<file path="src/rtl/fpx_pkg.sv">
package fpx_pkg;

  // OP-FP major opcode
  localparam logic [6:0] FPX_OPC_OP_FP = 7'b1010011;

  // funct7 codes, single precision (fmt bits 26:25 are 00)
  localparam logic [6:0] FPX_F7_FSGNJ        = 7'b0010000;
  localparam logic [6:0] FPX_F7_FMINMAX      = 7'b0010100;
  localparam logic [6:0] FPX_F7_FCMP         = 7'b1010000;
  localparam logic [6:0] FPX_F7_FCLASS_FMVXW = 7'b1110000;
  localparam logic [6:0] FPX_F7_FMVWX        = 7'b1111000;
  localparam logic [6:0] FPX_F7_FCVTSW       = 7'b1101000;

  // funct3 variants for the sign injection group
  localparam logic [2:0] FPX_F3_FSGNJ  = 3'b000;
  localparam logic [2:0] FPX_F3_FSGNJN = 3'b001;
  localparam logic [2:0] FPX_F3_FSGNJX = 3'b010;

  // funct3 variants for min/max
  localparam logic [2:0] FPX_F3_FMIN = 3'b000;
  localparam logic [2:0] FPX_F3_FMAX = 3'b001;

  // funct3 variants for compares
  localparam logic [2:0] FPX_F3_FLE = 3'b000;
  localparam logic [2:0] FPX_F3_FLT = 3'b001;
  localparam logic [2:0] FPX_F3_FEQ = 3'b010;

  // Move and classify share funct7, split on funct3
  localparam logic [2:0] FPX_F3_FMV    = 3'b000;
  localparam logic [2:0] FPX_F3_FCLASS = 3'b001;

  // Rounding modes as encoded in rm and frm
  localparam logic [2:0] FPX_RM_RNE = 3'b000;
  localparam logic [2:0] FPX_RM_RTZ = 3'b001;
  localparam logic [2:0] FPX_RM_RDN = 3'b010;
  localparam logic [2:0] FPX_RM_RUP = 3'b011;
  localparam logic [2:0] FPX_RM_RMM = 3'b100;
  localparam logic [2:0] FPX_RM_DYN = 3'b111;

  // Canonical quiet NaN
  localparam logic [31:0] FPX_CANON_NAN = 32'h7FC0_0000;

  // R-type view of the instruction word
  typedef struct packed {
    logic [6:0] funct7;
    logic [4:0] rs2;
    logic [4:0] rs1;
    logic [2:0] funct3;
    logic [4:0] rd;
    logic [6:0] opcode;
  } fpx_instr_r_t;

  // FP view, fmt and rm pulled out of funct7 and funct3
  typedef struct packed {
    logic [4:0] funct5;
    logic [1:0] fmt;
    logic [4:0] rs2;
    logic [4:0] rs1;
    logic [2:0] rm;
    logic [4:0] rd;
    logic [6:0] opcode;
  } fpx_instr_fp_t;

  typedef union packed {
    fpx_instr_r_t  r;
    fpx_instr_fp_t fp;
  } fpx_instr_u;

  // Operation class after decode
  typedef enum logic [2:0] {
    SGNJ,
    MINMAX,
    CMP,
    CLASS,
    MV_X_W,
    MV_W_X,
    CVT_S_W
  } fpx_op_e;

  // Decoded record, 10 bits
  typedef struct packed {
    fpx_op_e    op;
    logic [2:0] minor;
    logic       cvt_unsigned;
    logic [2:0] rm;
  } fpx_dec_t;

  typedef struct packed {
    logic [31:0] fp_rs1;
    logic [31:0] fp_rs2;
    logic [31:0] int_rs1;
  } fpx_operands_t;

  // Flags ordered {NV, DZ, OF, UF, NX}
  typedef struct packed {
    logic [31:0] result;
    logic [4:0]  fflags;
  } fpx_resp_t;

endpackage

</file>
<file path="src/rtl/fpx_decode.sv">
`timescale 1ns/1ps

module fpx_decode (
  input  fpx_pkg::fpx_instr_u instr_i,
  input  logic [2:0]          frm_csr_i,
  output fpx_pkg::fpx_dec_t   dec_o,
  output logic                legal_o
);
  import fpx_pkg::*;

  logic       opc_ok;
  logic       fmt_ok;
  logic [2:0] rm_res;
  logic       match;

  // Major opcode and single precision format
  assign opc_ok = (instr_i.r.opcode == FPX_OPC_OP_FP);
  assign fmt_ok = (instr_i.fp.fmt == 2'b00);

  // Dynamic rounding taken from the CSR
  assign rm_res = (instr_i.fp.rm == FPX_RM_DYN) ? frm_csr_i : instr_i.fp.rm;

  always_comb begin
    dec_o              = '0;
    dec_o.minor        = instr_i.r.funct3;
    dec_o.cvt_unsigned = instr_i.r.rs2[0];
    dec_o.rm           = rm_res;
    match              = 1'b0;

    case (instr_i.r.funct7)
      FPX_F7_FSGNJ: begin
        dec_o.op = SGNJ;
        match    = instr_i.r.funct3 inside {FPX_F3_FSGNJ, FPX_F3_FSGNJN, FPX_F3_FSGNJX};
      end
      FPX_F7_FMINMAX: begin
        dec_o.op = MINMAX;
        match    = instr_i.r.funct3 inside {FPX_F3_FMIN, FPX_F3_FMAX};
      end
      FPX_F7_FCMP: begin
        dec_o.op = CMP;
        match    = instr_i.r.funct3 inside {FPX_F3_FLE, FPX_F3_FLT, FPX_F3_FEQ};
      end
      FPX_F7_FCLASS_FMVXW: begin
        // rs2 must be zero for both
        if (instr_i.r.funct3 == FPX_F3_FCLASS) begin
          dec_o.op = CLASS;
        end else begin
          dec_o.op = MV_X_W;
        end
        match = (instr_i.r.rs2 == 5'd0) &&
                (instr_i.r.funct3 inside {FPX_F3_FMV, FPX_F3_FCLASS});
      end
      FPX_F7_FMVWX: begin
        dec_o.op = MV_W_X;
        match    = (instr_i.r.rs2 == 5'd0) && (instr_i.r.funct3 == FPX_F3_FMV);
      end
      FPX_F7_FCVTSW: begin
        // rs2 is 0 (W) or 1 (WU)
        dec_o.op = CVT_S_W;
        // Reserved modes 5 and 6 are rejected, static or dynamic
        match    = (instr_i.r.rs2[4:1] == 4'd0) && (rm_res <= FPX_RM_RMM);
      end
      default: begin
        match = 1'b0;
      end
    endcase
  end

  assign legal_o = opc_ok && fmt_ok && match;

endmodule

</file>
<file path="src/rtl/fpx_noncomp.sv">
`timescale 1ns/1ps

module fpx_noncomp (
  input  fpx_pkg::fpx_dec_t      dec_i,
  input  fpx_pkg::fpx_operands_t operands_i,
  output fpx_pkg::fpx_resp_t     resp_o
);
  import fpx_pkg::*;

  // One-hot class mask per the RISC-V FCLASS encoding
  function automatic logic [9:0] fp_class(input logic [31:0] x);
    logic       sgn;
    logic [7:0] exp;
    logic [22:0] man;
    logic [9:0] cls;
    sgn = x[31];
    exp = x[30:23];
    man = x[22:0];
    cls = '0;
    if (exp == 8'hFF) begin
      if (man == '0) begin
        cls[sgn ? 0 : 7] = 1'b1;
      end else if (man[22]) begin
        // Quiet NaN
        cls[9] = 1'b1;
      end else begin
        cls[8] = 1'b1;
      end
    end else if (exp == 8'h00) begin
      if (man == '0) begin
        cls[sgn ? 3 : 4] = 1'b1;
      end else begin
        cls[sgn ? 2 : 5] = 1'b1;
      end
    end else begin
      cls[sgn ? 1 : 6] = 1'b1;
    end
    return cls;
  endfunction

  logic [31:0] a;
  logic [31:0] b;
  logic [9:0]  a_cls;
  logic [9:0]  b_cls;
  logic        a_nan;
  logic        b_nan;
  logic        any_snan;
  logic        both_zero;
  logic        lt_ord;
  logic        f_eq;
  logic        f_lt;
  logic [31:0] min_res;
  logic [31:0] max_res;

  assign a     = operands_i.fp_rs1;
  assign b     = operands_i.fp_rs2;
  assign a_cls = fp_class(a);
  assign b_cls = fp_class(b);

  assign a_nan     = a_cls[8] | a_cls[9];
  assign b_nan     = b_cls[8] | b_cls[9];
  assign any_snan  = a_cls[8] | b_cls[8];
  assign both_zero = (a_cls[3] | a_cls[4]) & (b_cls[3] | b_cls[4]);

  // Total order on bit patterns, so -0 sorts below +0
  assign lt_ord = (a[31] != b[31]) ? a[31] :
                  (a[31] ? (a[30:0] > b[30:0]) : (a[30:0] < b[30:0]));

  // Compares treat the two zeros as equal
  assign f_eq = both_zero | (a == b);
  assign f_lt = ~both_zero & lt_ord;

  // A lone NaN yields the other operand
  always_comb begin
    if (a_nan && b_nan) begin
      min_res = FPX_CANON_NAN;
      max_res = FPX_CANON_NAN;
    end else if (a_nan) begin
      min_res = b;
      max_res = b;
    end else if (b_nan) begin
      min_res = a;
      max_res = a;
    end else begin
      min_res = lt_ord ? a : b;
      max_res = lt_ord ? b : a;
    end
  end

  always_comb begin
    resp_o = '0;
    case (dec_i.op)
      SGNJ: begin
        case (dec_i.minor)
          FPX_F3_FSGNJ:  resp_o.result = {b[31], a[30:0]};
          FPX_F3_FSGNJN: resp_o.result = {~b[31], a[30:0]};
          FPX_F3_FSGNJX: resp_o.result = {a[31] ^ b[31], a[30:0]};
          default:       resp_o.result = a;
        endcase
      end
      MINMAX: begin
        resp_o.result    = (dec_i.minor == FPX_F3_FMIN) ? min_res : max_res;
        // NV only for signaling inputs
        resp_o.fflags[4] = any_snan;
      end
      CMP: begin
        case (dec_i.minor)
          FPX_F3_FEQ: begin
            resp_o.result[0] = ~(a_nan | b_nan) & f_eq;
            resp_o.fflags[4] = any_snan;
          end
          FPX_F3_FLT: begin
            resp_o.result[0] = ~(a_nan | b_nan) & f_lt;
            resp_o.fflags[4] = a_nan | b_nan;
          end
          default: begin
            // FLE
            resp_o.result[0] = ~(a_nan | b_nan) & (f_lt | f_eq);
            resp_o.fflags[4] = a_nan | b_nan;
          end
        endcase
      end
      CLASS:   resp_o.result = {22'd0, a_cls};
      MV_X_W:  resp_o.result = a;
      MV_W_X:  resp_o.result = operands_i.int_rs1;
      // Conversions come from the converter
      default: resp_o = '0;
    endcase
  end

endmodule

</file>
<file path="src/rtl/fpx_i2f.sv">
`timescale 1ns/1ps

module fpx_i2f #(
  parameter int CVT_PIPE = 1
) (
  input  logic               clk,
  input  logic               rst_n,
  input  logic               start_i,
  input  logic [31:0]        int_i,
  input  logic               unsigned_i,
  input  logic [2:0]         rm_i,
  output logic               done_o,
  output fpx_pkg::fpx_resp_t resp_o
);
  import fpx_pkg::*;

  // Normalize stage inputs
  logic        in_sign;
  logic [31:0] in_mag;
  logic [4:0]  in_lz;
  logic [31:0] in_norm;
  logic        in_zero;

  // Normalize stage outputs, registered or not
  logic        n_valid;
  logic        n_sign;
  logic        n_zero;
  logic [4:0]  n_lz;
  logic [31:0] n_norm;
  logic [2:0]  n_rm;

  // Round stage
  logic [23:0] r_sig;
  logic        r_guard;
  logic        r_sticky;
  logic        r_inexact;
  logic        r_up;
  logic [24:0] r_sum;
  logic [7:0]  r_exp;
  logic [31:0] r_result;

  // Sign only for the signed form
  assign in_sign = ~unsigned_i & int_i[31];
  assign in_mag  = in_sign ? (~int_i + 32'd1) : int_i;
  assign in_zero = (in_mag == 32'd0);

  // Leading zero count, zero input handled by in_zero
  always_comb begin
    logic found;
    found = 1'b0;
    in_lz = 5'd0;
    for (int i = 31; i >= 0; i--) begin
      if (!found && in_mag[i]) begin
        in_lz = 5'(31 - i);
        found = 1'b1;
      end
    end
  end

  // Left align so the hidden bit lands in bit 31
  assign in_norm = in_mag << in_lz;

  generate
    if (CVT_PIPE != 0) begin : g_norm_reg
      always_ff @(posedge clk or negedge rst_n) begin
        if (!rst_n) begin
          n_valid <= 1'b0;
        end else begin
          n_valid <= start_i;
        end
      end

      always_ff @(posedge clk) begin
        n_sign <= in_sign;
        n_zero <= in_zero;
        n_lz   <= in_lz;
        n_norm <= in_norm;
        n_rm   <= rm_i;
      end
    end else begin : g_norm_comb
      assign n_valid = start_i;
      assign n_sign  = in_sign;
      assign n_zero  = in_zero;
      assign n_lz    = in_lz;
      assign n_norm  = in_norm;
      assign n_rm    = rm_i;
    end
  endgenerate

  // 24-bit significand, guard is the first dropped bit
  assign r_sig     = n_norm[31:8];
  assign r_guard   = n_norm[7];
  assign r_sticky  = |n_norm[6:0];
  assign r_inexact = r_guard | r_sticky;

  always_comb begin
    case (n_rm)
      // Ties go to even
      FPX_RM_RNE: r_up = r_guard & (r_sticky | r_sig[0]);
      FPX_RM_RTZ: r_up = 1'b0;
      FPX_RM_RDN: r_up = r_inexact & n_sign;
      FPX_RM_RUP: r_up = r_inexact & ~n_sign;
      FPX_RM_RMM: r_up = r_guard;
      default:    r_up = 1'b0;
    endcase
  end

  // Carry out leaves the fraction at zero and bumps the exponent
  assign r_sum = {1'b0, r_sig} + {24'd0, r_up};
  assign r_exp = 8'd158 - {3'd0, n_lz} + {7'd0, r_sum[24]};

  assign r_result = n_zero ? 32'd0 : {n_sign, r_exp, r_sum[22:0]};

  always_ff @(posedge clk or negedge rst_n) begin
    if (!rst_n) begin
      done_o <= 1'b0;
    end else begin
      done_o <= n_valid;
    end
  end

  // Only NX can be raised by a conversion
  always_ff @(posedge clk) begin
    if (n_valid) begin
      resp_o.result <= r_result;
      resp_o.fflags <= {4'd0, r_inexact & ~n_zero};
    end
  end

  // Decode screens out reserved modes before issue
  a_rm_legal: assert property (@(posedge clk) disable iff (!rst_n)
    start_i |-> (rm_i <= FPX_RM_RMM));

endmodule

</file>
<file path="src/rtl/fpx_ex.sv">
`timescale 1ns/1ps

module fpx_ex #(
  parameter int CVT_PIPE = 1
) (
  input  logic                   clk,
  input  logic                   rst_n,
  input  logic                   op_valid_i,
  input  fpx_pkg::fpx_instr_u    instr_i,
  input  logic [2:0]             frm_csr_i,
  input  fpx_pkg::fpx_operands_t operands_i,
  output logic                   result_valid_o,
  output fpx_pkg::fpx_resp_t     resp_o,
  output logic                   illegal_o,
  output logic                   busy_o
);
  import fpx_pkg::*;

  fpx_dec_t  dec;
  logic      legal;
  logic      issue;
  logic      cvt_start;
  logic      cvt_done;
  fpx_resp_t nc_resp;
  fpx_resp_t cvt_resp;
  logic      busy_q;

  fpx_decode i_decode (
    .instr_i   (instr_i),
    .frm_csr_i (frm_csr_i),
    .dec_o     (dec),
    .legal_o   (legal)
  );

  // Accepted op and whether it goes to the converter
  assign issue     = op_valid_i & legal;
  assign cvt_start = issue & (dec.op == CVT_S_W);

  // Single cycle path
  fpx_noncomp i_noncomp (
    .dec_i      (dec),
    .operands_i (operands_i),
    .resp_o     (nc_resp)
  );

  // Int to float, result 1 + CVT_PIPE cycles later
  fpx_i2f #(
    .CVT_PIPE (CVT_PIPE)
  ) i_i2f (
    .clk        (clk),
    .rst_n      (rst_n),
    .start_i    (cvt_start),
    .int_i      (operands_i.int_rs1),
    .unsigned_i (dec.cvt_unsigned),
    .rm_i       (dec.rm),
    .done_o     (cvt_done),
    .resp_o     (cvt_resp)
  );

  // Busy from the cycle after issue through the done cycle
  always_ff @(posedge clk or negedge rst_n) begin
    if (!rst_n) begin
      busy_q <= 1'b0;
    end else if (cvt_start) begin
      busy_q <= 1'b1;
    end else if (cvt_done) begin
      busy_q <= 1'b0;
    end
  end

  assign busy_o = busy_q;

  // Issuer holds off while busy, so the two sources never overlap
  assign result_valid_o = cvt_done | (issue & ~cvt_start);
  assign resp_o         = cvt_done ? cvt_resp : nc_resp;

  // Reject in the issue cycle with no result
  assign illegal_o = op_valid_i & ~legal;

  // Issue protocol
  a_no_issue_busy: assert property (@(posedge clk) disable iff (!rst_n)
    op_valid_i |-> !busy_o);

  // A converter result always belongs to a tracked conversion
  a_done_in_busy: assert property (@(posedge clk) disable iff (!rst_n)
    cvt_done |-> busy_o);

endmodule

</file>
<file path="config.mk">
export PLATFORM = sky130hd
export DESIGN_NAME = fpx_ex
export DESIGN_NICKNAME = d
export VERILOG_FILES = /design/src/rtl/fpx_pkg.sv /design/src/rtl/fpx_decode.sv /design/src/rtl/fpx_noncomp.sv /design/src/rtl/fpx_i2f.sv /design/src/rtl/fpx_ex.sv
export SDC_FILE = /design/constraint.sdc
export NUM_CORES = 1
export LEC_CHECK = 0
export ABC_CLOCK_PERIOD_IN_PS = 9970
export BUFFER_PORTS_ARGS = -buffer_cell sky130_fd_sc_hd__buf_2
export CORE_ASPECT_RATIO = 0.7
export CORE_MARGIN = 2
export CORE_UTILIZATION = 30
export DETAILED_ROUTE_END_ITERATION = 7
export PLACE_DENSITY_LB_ADDON = 0.12
export SETUP_SLACK_MARGIN = 0.15
export SLEW_MARGIN = 5
export SYNTH_ARGS = -nofsm -noshare
export SYNTH_HDL_FRONTEND = slang
export SYNTH_HIERARCHICAL = 1
export SYNTH_SLANG_ARGS = --single-unit
</file>
<file path="constraint.sdc">
create_clock -name clk -period 9.97 [get_ports clk]
set_input_delay 0.4985 -clock clk [delete_from_list [all_inputs] [get_ports clk]]
set_output_delay 0.4985 -clock clk [all_outputs]
set_load 0.02 [all_outputs]
</file>
### After elaboration in Yosys (flattened, before gate mapping)

Cells that the tools add are included.

* multiplexer cells: 125
* bitwise operators: 35
* $add $sub $neg: 4
* reductions and logical operators: 92
* shift-type cells: 1
* magnitude comparators: 19
* equal/unequal tests: 23

Operator list (number)
* $mux 32: 10
* $ge 32x1->1 const B: 8
* $lt 32x6->1 const B: 8
* $pmux 31 s5: 1
* $mux 5: 30
* $pmux 32 s3: 1
* $mux 10: 6
* $mux 1: 48
* $logic_not 23->1: 2
* $logic_and 1x1->1: 45
* $mux 37: 1
* $eq 7x7->1 const B: 5
* $add 32x1->32 const B: 1
* $demux 1 s4: 8
* $eq 32x32->1: 1
* $logic_not 32->1: 1
* $not 32->32: 1
* $shl 32x5->32: 1
* $gt 31x31->1: 1
* $logic_not 1->1: 31
* $lt 31x31->1: 1
* $mux 3: 10
* $add 24x1->25: 1
* $eq 8x8->1 const B: 2
* other kinds (29): 75

* register bits after elaboration: 78
* output and inout bits: 40
* word-level logic and storage cells: 309
* bits of input ports: 134

### Longest topological paths before layout

* depth in word-level cells: 98
* depth in mapped cells: 21
* mapped depth without buffers: 17

### Modules after synthesis

The synthesis kept the hierarchy.

Modules (own cells, without submodules)
* fpx_i2f: instances 1, area each 6321.1 um^2, cells each 761
* fpx_noncomp: instances 1, area each 2179.6 um^2, cells each 330
* fpx_ex: instances 1, area each 549.3 um^2, cells each 49
* fpx_decode: instances 1, area each 260.2 um^2, cells each 43

### Worst setup path after synthesis

Ideal clock, no wire load.

* kind: in2reg
* from: input port operands_i[0] (netlist bit)
* to: register i_i2f.n_norm[30]
* arrival time: 4.602 ns
* setup slack: 5.298 ns
* stages: 17
* setup time: 0.070 ns
* data required time: 9.900 ns
* cells stage by stage: buf_6 -> inv_1 -> ha_1 -> nor3b_2 -> nand3_1 -> or3_4 -> nor4_1 -> o32ai_2 -> or4_4 -> a41o_1 -> a211oi_4 -> buf_6 -> mux2i_1 -> mux2i_1 -> mux2_2 -> mux2_2 -> a21oi_1

* longest elaborated chain between the ends: 98
* elaborated cells between the ends (all ways): 128
* those cells by class: add/sub (1); shift (1); mux (63); bitwise (1); reduce/logical (62)

Ends and longest elaborated chain
* start, declared: line fpx_ex.sv:11 `input fpx_pkg::fpx_operands_t operands_i,`
* $not 32->32: line fpx_i2f.sv:44 `assign in_mag = in_sign ? (~int_i + 32'd1) : int_i;`
* $add 32x1->32: line fpx_i2f.sv:44
* $mux 32 *: line fpx_i2f.sv:44
* $mux 1: line fpx_i2f.sv:53 `if (!found && in_mag[i]) begin`
* $logic_not 1->1: line fpx_i2f.sv:53
* $logic_and 1x1->1: line fpx_i2f.sv:53
* $mux 1: line fpx_i2f.sv:53
* $logic_not 1->1: line fpx_i2f.sv:53
* [... 83 more ...]
* $logic_not 1->1: line fpx_i2f.sv:53
* $logic_and 1x1->1: line fpx_i2f.sv:53
* $mux 1: line fpx_i2f.sv:53
* $logic_not 1->1: line fpx_i2f.sv:53
* $logic_and 1x1->1: line fpx_i2f.sv:53
* $mux 5: line fpx_i2f.sv:53
* $shl 32x5->32 *: line fpx_i2f.sv:61 `assign in_norm = in_mag << in_lz;`
* via i_i2f.in_norm[30]: line fpx_i2f.sv:21 `logic [31:0] in_norm;`
* end signal, assigned: line fpx_i2f.sv:77 `n_norm <= in_norm;`
* end, declared: line fpx_i2f.sv:29 `logic [31:0] n_norm;`

The timed path passes the listed nets; every way through them passes the cells marked *.
A chain may end at the register's enable or synchronous reset.

### Worst setup path in the final report

* from: input port operands_i[0] (netlist bit)
* to: register i_i2f.n_norm[28]

Same word-level chain as after synthesis.

==> results.toml <==
[clock_network]
cts_max_path_buffers = 2
cts-root-buf = "clkbuf_16"
clkLatencyLatePin_ps = 350
cts_max_level = 3
cts_resized = 0
clk_pin_slew_ps = 70
cts_buffers = 9
clock-sinks = 78
tritoncts = "yes"

[worst_hold_path]
min-delay-start = "frm_csr_i[2]"
hold_class = "in -> reg"

[worst_setup_path]
path_max_fanout = 27
worstSetupPathType = "in -> reg"
r2r_setup_slack_ps = 5850
r2r_start = "i_i2f/n_norm[2]$_SDFF_PP0_"
crit_required_ps = 10240
cp.arrival_ps = 6350
endpoint = "i_i2f/n_norm[28]$_DFF_P_"
end_kind = "register"
r2r_end = "i_i2f/resp_o[32]$_SDFFCE_PP0P_"
r2r_cells = 17
crit_start = "operands_i[0]"
cp-start-kind = "primary input"

[yosys]
synth_cell_type_count = 102
synth_edf_count = 33
yosysTopAreaCell = "edfxtp_1"
synth_warnings = 6
syn_avg_cell_area_um2 = 7.87
synth-seq-area-share_pct = 20.5
synth_area_um2 = 9310
synth_seq_cells = 78
yosysMostFrequentCell = "nor2_1"
synth_ff_type = "dfxtp_1"
syn-instance-count = 1183
synth_top_area_share_pct = 10.6
synth-async-reset-ratio_pct = 3.85
synthTopCellsByArea = "edfxtp_1 (11%), dfxtp_1 (9.0%), mux2i_1 (5.4%)"
synth_commonest_cells = "nor2_1 (108), nand2_1 (99), o21ai_0 (57)"

[place]
dp_cells = 1695
place_area_um2 = 10300
dp_hpwl_mm = 31.0
io_buffers = 160
place_congestion = 0.920

[drt]
finalWirelength_mm = 38.6
wl_met2_mm = 15.2
met3WireLength_mm = 2.88
wl_per_cell_um = 22.5
final_antenna_net_count = 0
vias = 9926
top_layer = "met4"
drcViolationCount = 0
vias_per_cell = 5.79
m1WireLength_mm = 20.0
first_pass_iters = 5
drt_iter0_drc = 1040

[grt]
grt_max_degree = 45
grt_antenna_before_repair = 1
grt_pass1_wl_mm = 57.9
grt_overflow = 0
grt_pass1_vias = 8985
grt_use_total_pct = 23.5

[sta]
drv_slew = 0
final_hold_viol_count = 0
finalCritPeriodShare_pct = 61.0
finalSetupViolations = 0
tightest_slew_ps = 1050
final.setup.tns_ps = 0
timing.hold.ws_ps = 389
clock.fmax_mhz = 164
finClkSkew_ps = 7.98
max_slew_margin_pct = 29.7
period_needed_ps = 6080
rsz0062_at_grt = "false"

[power_and_ir_drop]
p_sw_share_pct = 39.8
p_comb_share_pct = 38.2
p_seq_share_pct = 33.7
p_switching_mw = 0.472
irDropWorstVdd_mv = 0.0823
leakagePower_nw = 4.17
clock_power_share_pct = 28.1
p_int_mw = 0.714
p_per_area_nw_per_um2 = 112

[die]
die_area_um2 = 32500
fp.coreArea_um2 = 30300
initial_core_util_pct = 30.7
rows = 53
die_h_um = 151
die_x_um = 215
io_pins = 174

[layout]
layout-drive-gt1-share_pct = 21.5
final_cell_count_no_fill = 1713
num-fill-cells = 3260
area_delta_synth_final_pct = 14.0
nNetsFinal = 1468
stdcell_area_um2 = 10600

[flow_run]
cap_viol_max_count = 0

[status]
outcome = "finished, final reports clean"
[layer usage]
| layer | vias to the layer above | global-route usage (%) |
|---|---|---|
| met5 | - | 0 |
| met4 | 0 | 3.89 |
| met3 | 26 | 3.43 |
| met2 | 410 | 33.4 |
| met1 | 4781 | 37.1 |
| li1 | 4709 | - |
[per-stage QoR]
| step | util (%) | setup slack (ps) | power, mW |
|---|---|---|---|
| floorplan | - | 5300 | 0.691 |
| global placement | 34.0 | 3580 | 0.849 |
| detailed placement | 34.0 | 3660 | 0.849 |
| CTS | 35.0 | 3980 | 1.19 |
| global route | 35.0 | 3320 | 1.25 |
| finish | 35.0 | 3890 | 1.19 |
[registers in the layout, summed over array words and instances (netlist names)]
register       cells
busy_o             1
i_i2f/done_o       1
i_i2f/n_lz         5
i_i2f/n_norm      32
i_i2f/n_rm         3
i_i2f/n_sign       1
i_i2f/n_valid      1
i_i2f/n_zero       1
i_i2f/resp_o      33
[kinds of logic (layout without fill, tap and decap cells)]
| kind of cell | Yosys count | after routing | synth area share [%] |
|---|---|---|---|
| XOR/XNOR | 49 | 49 | 4.61 |
| AND/OR/NAND/NOR | 485 | 485 | 27.8 |
| flip-flops | 78 | 78 | 20.5 |
| AO/OA/AOI/OAI | 300 | 300 | 23.1 |
| buffers and inverters | 131 | 242 | 6.93 |
| other | 2 | 9 | 0.0807 |
| adder cells (fa/ha/maj) | 39 | 39 | 5.24 |
| multiplexers | 99 | 99 | 11.8 |
[power groups by stage]
stage / Clock (mW) / Sequential [mW] / Combinational, mW
floorplan: 0 / 0.394 / 0.297
global placement: 0 / 0.405 / 0.444
detailed placement: 0 / 0.406 / 0.443
CTS: 0.343 / 0.399 / 0.445
global route: 0.351 / 0.403 / 0.493
finish: 0.333 / 0.400 / 0.452
[cell type report]
cell class / count / area (µm²) / area share [%]
timing repair buffer: 176 / 923 / 8.70
multi-input combinational: 980 / 6790 / 63.9
clock inverter: 7 / 63.8 / 0.601
tap: 412 / 515 / 4.86
clock buffer: 9 / 225 / 2.12
inverter: 50 / 188 / 1.77
sequential: 78 / 1910 / 18.0
antenna: 1 / 2.50 / 0.0236
[timing repair]
action / in CTS / in global routing
hold buffers: 1 / 0
buffers inserted: 0 / 0
hold endpoints to repair: 3 / 0
[worst max-delay path, cell delays in order]
cell	delay (ps)
buf_2	190
inv_1	190
ha_1	230
nor3b_2	290
buf_4	290
nand3_1	180
nor4_1	470
nor2_1	110
a211oi_1	780
nor4_2	260
a22oi_1	280
o21a_1	760
inv_2	480
nor3_1	610
o21ai_0	130
o21ai_0	110
o41ai_1	100
and4b_1	360
[cells in the final DEF (no fill, tap or decap), types with 18 or more instances in the layout]
cell type,instances
ha_1,39
or3_1,22
nand2_1,99
mux2i_1,50
nand4_1,18
inv_1,48
xor2_1,24
o21ai_0,57
and3_1,25
nor4_1,34
mux2_2,39
xnor2_1,25
dfxtp_1,42
edfxtp_1,33
buf_2,160
nor3_1,34
nor2_1,108
nand3_1,53
a21oi_1,53
[worst min-delay path by stage]
stage / end / slack [ps] / depth (start not counted)
floorplan: busy_o$_DFFE_PN0P_ / 200 / 0
global placement: busy_o$_DFFE_PN0P_ / 300 / 1
detailed placement: busy_o$_DFFE_PN0P_ / 300 / 1
CTS: i_i2f/n_valid$_DFF_PN0_ / 380 / 3
global route: i_i2f/n_rm[2]$_DFF_P_ / 390 / 2
finish: i_i2f/n_rm[2]$_DFF_P_ / 390 / 2
(Power assumes the default switching activity.)
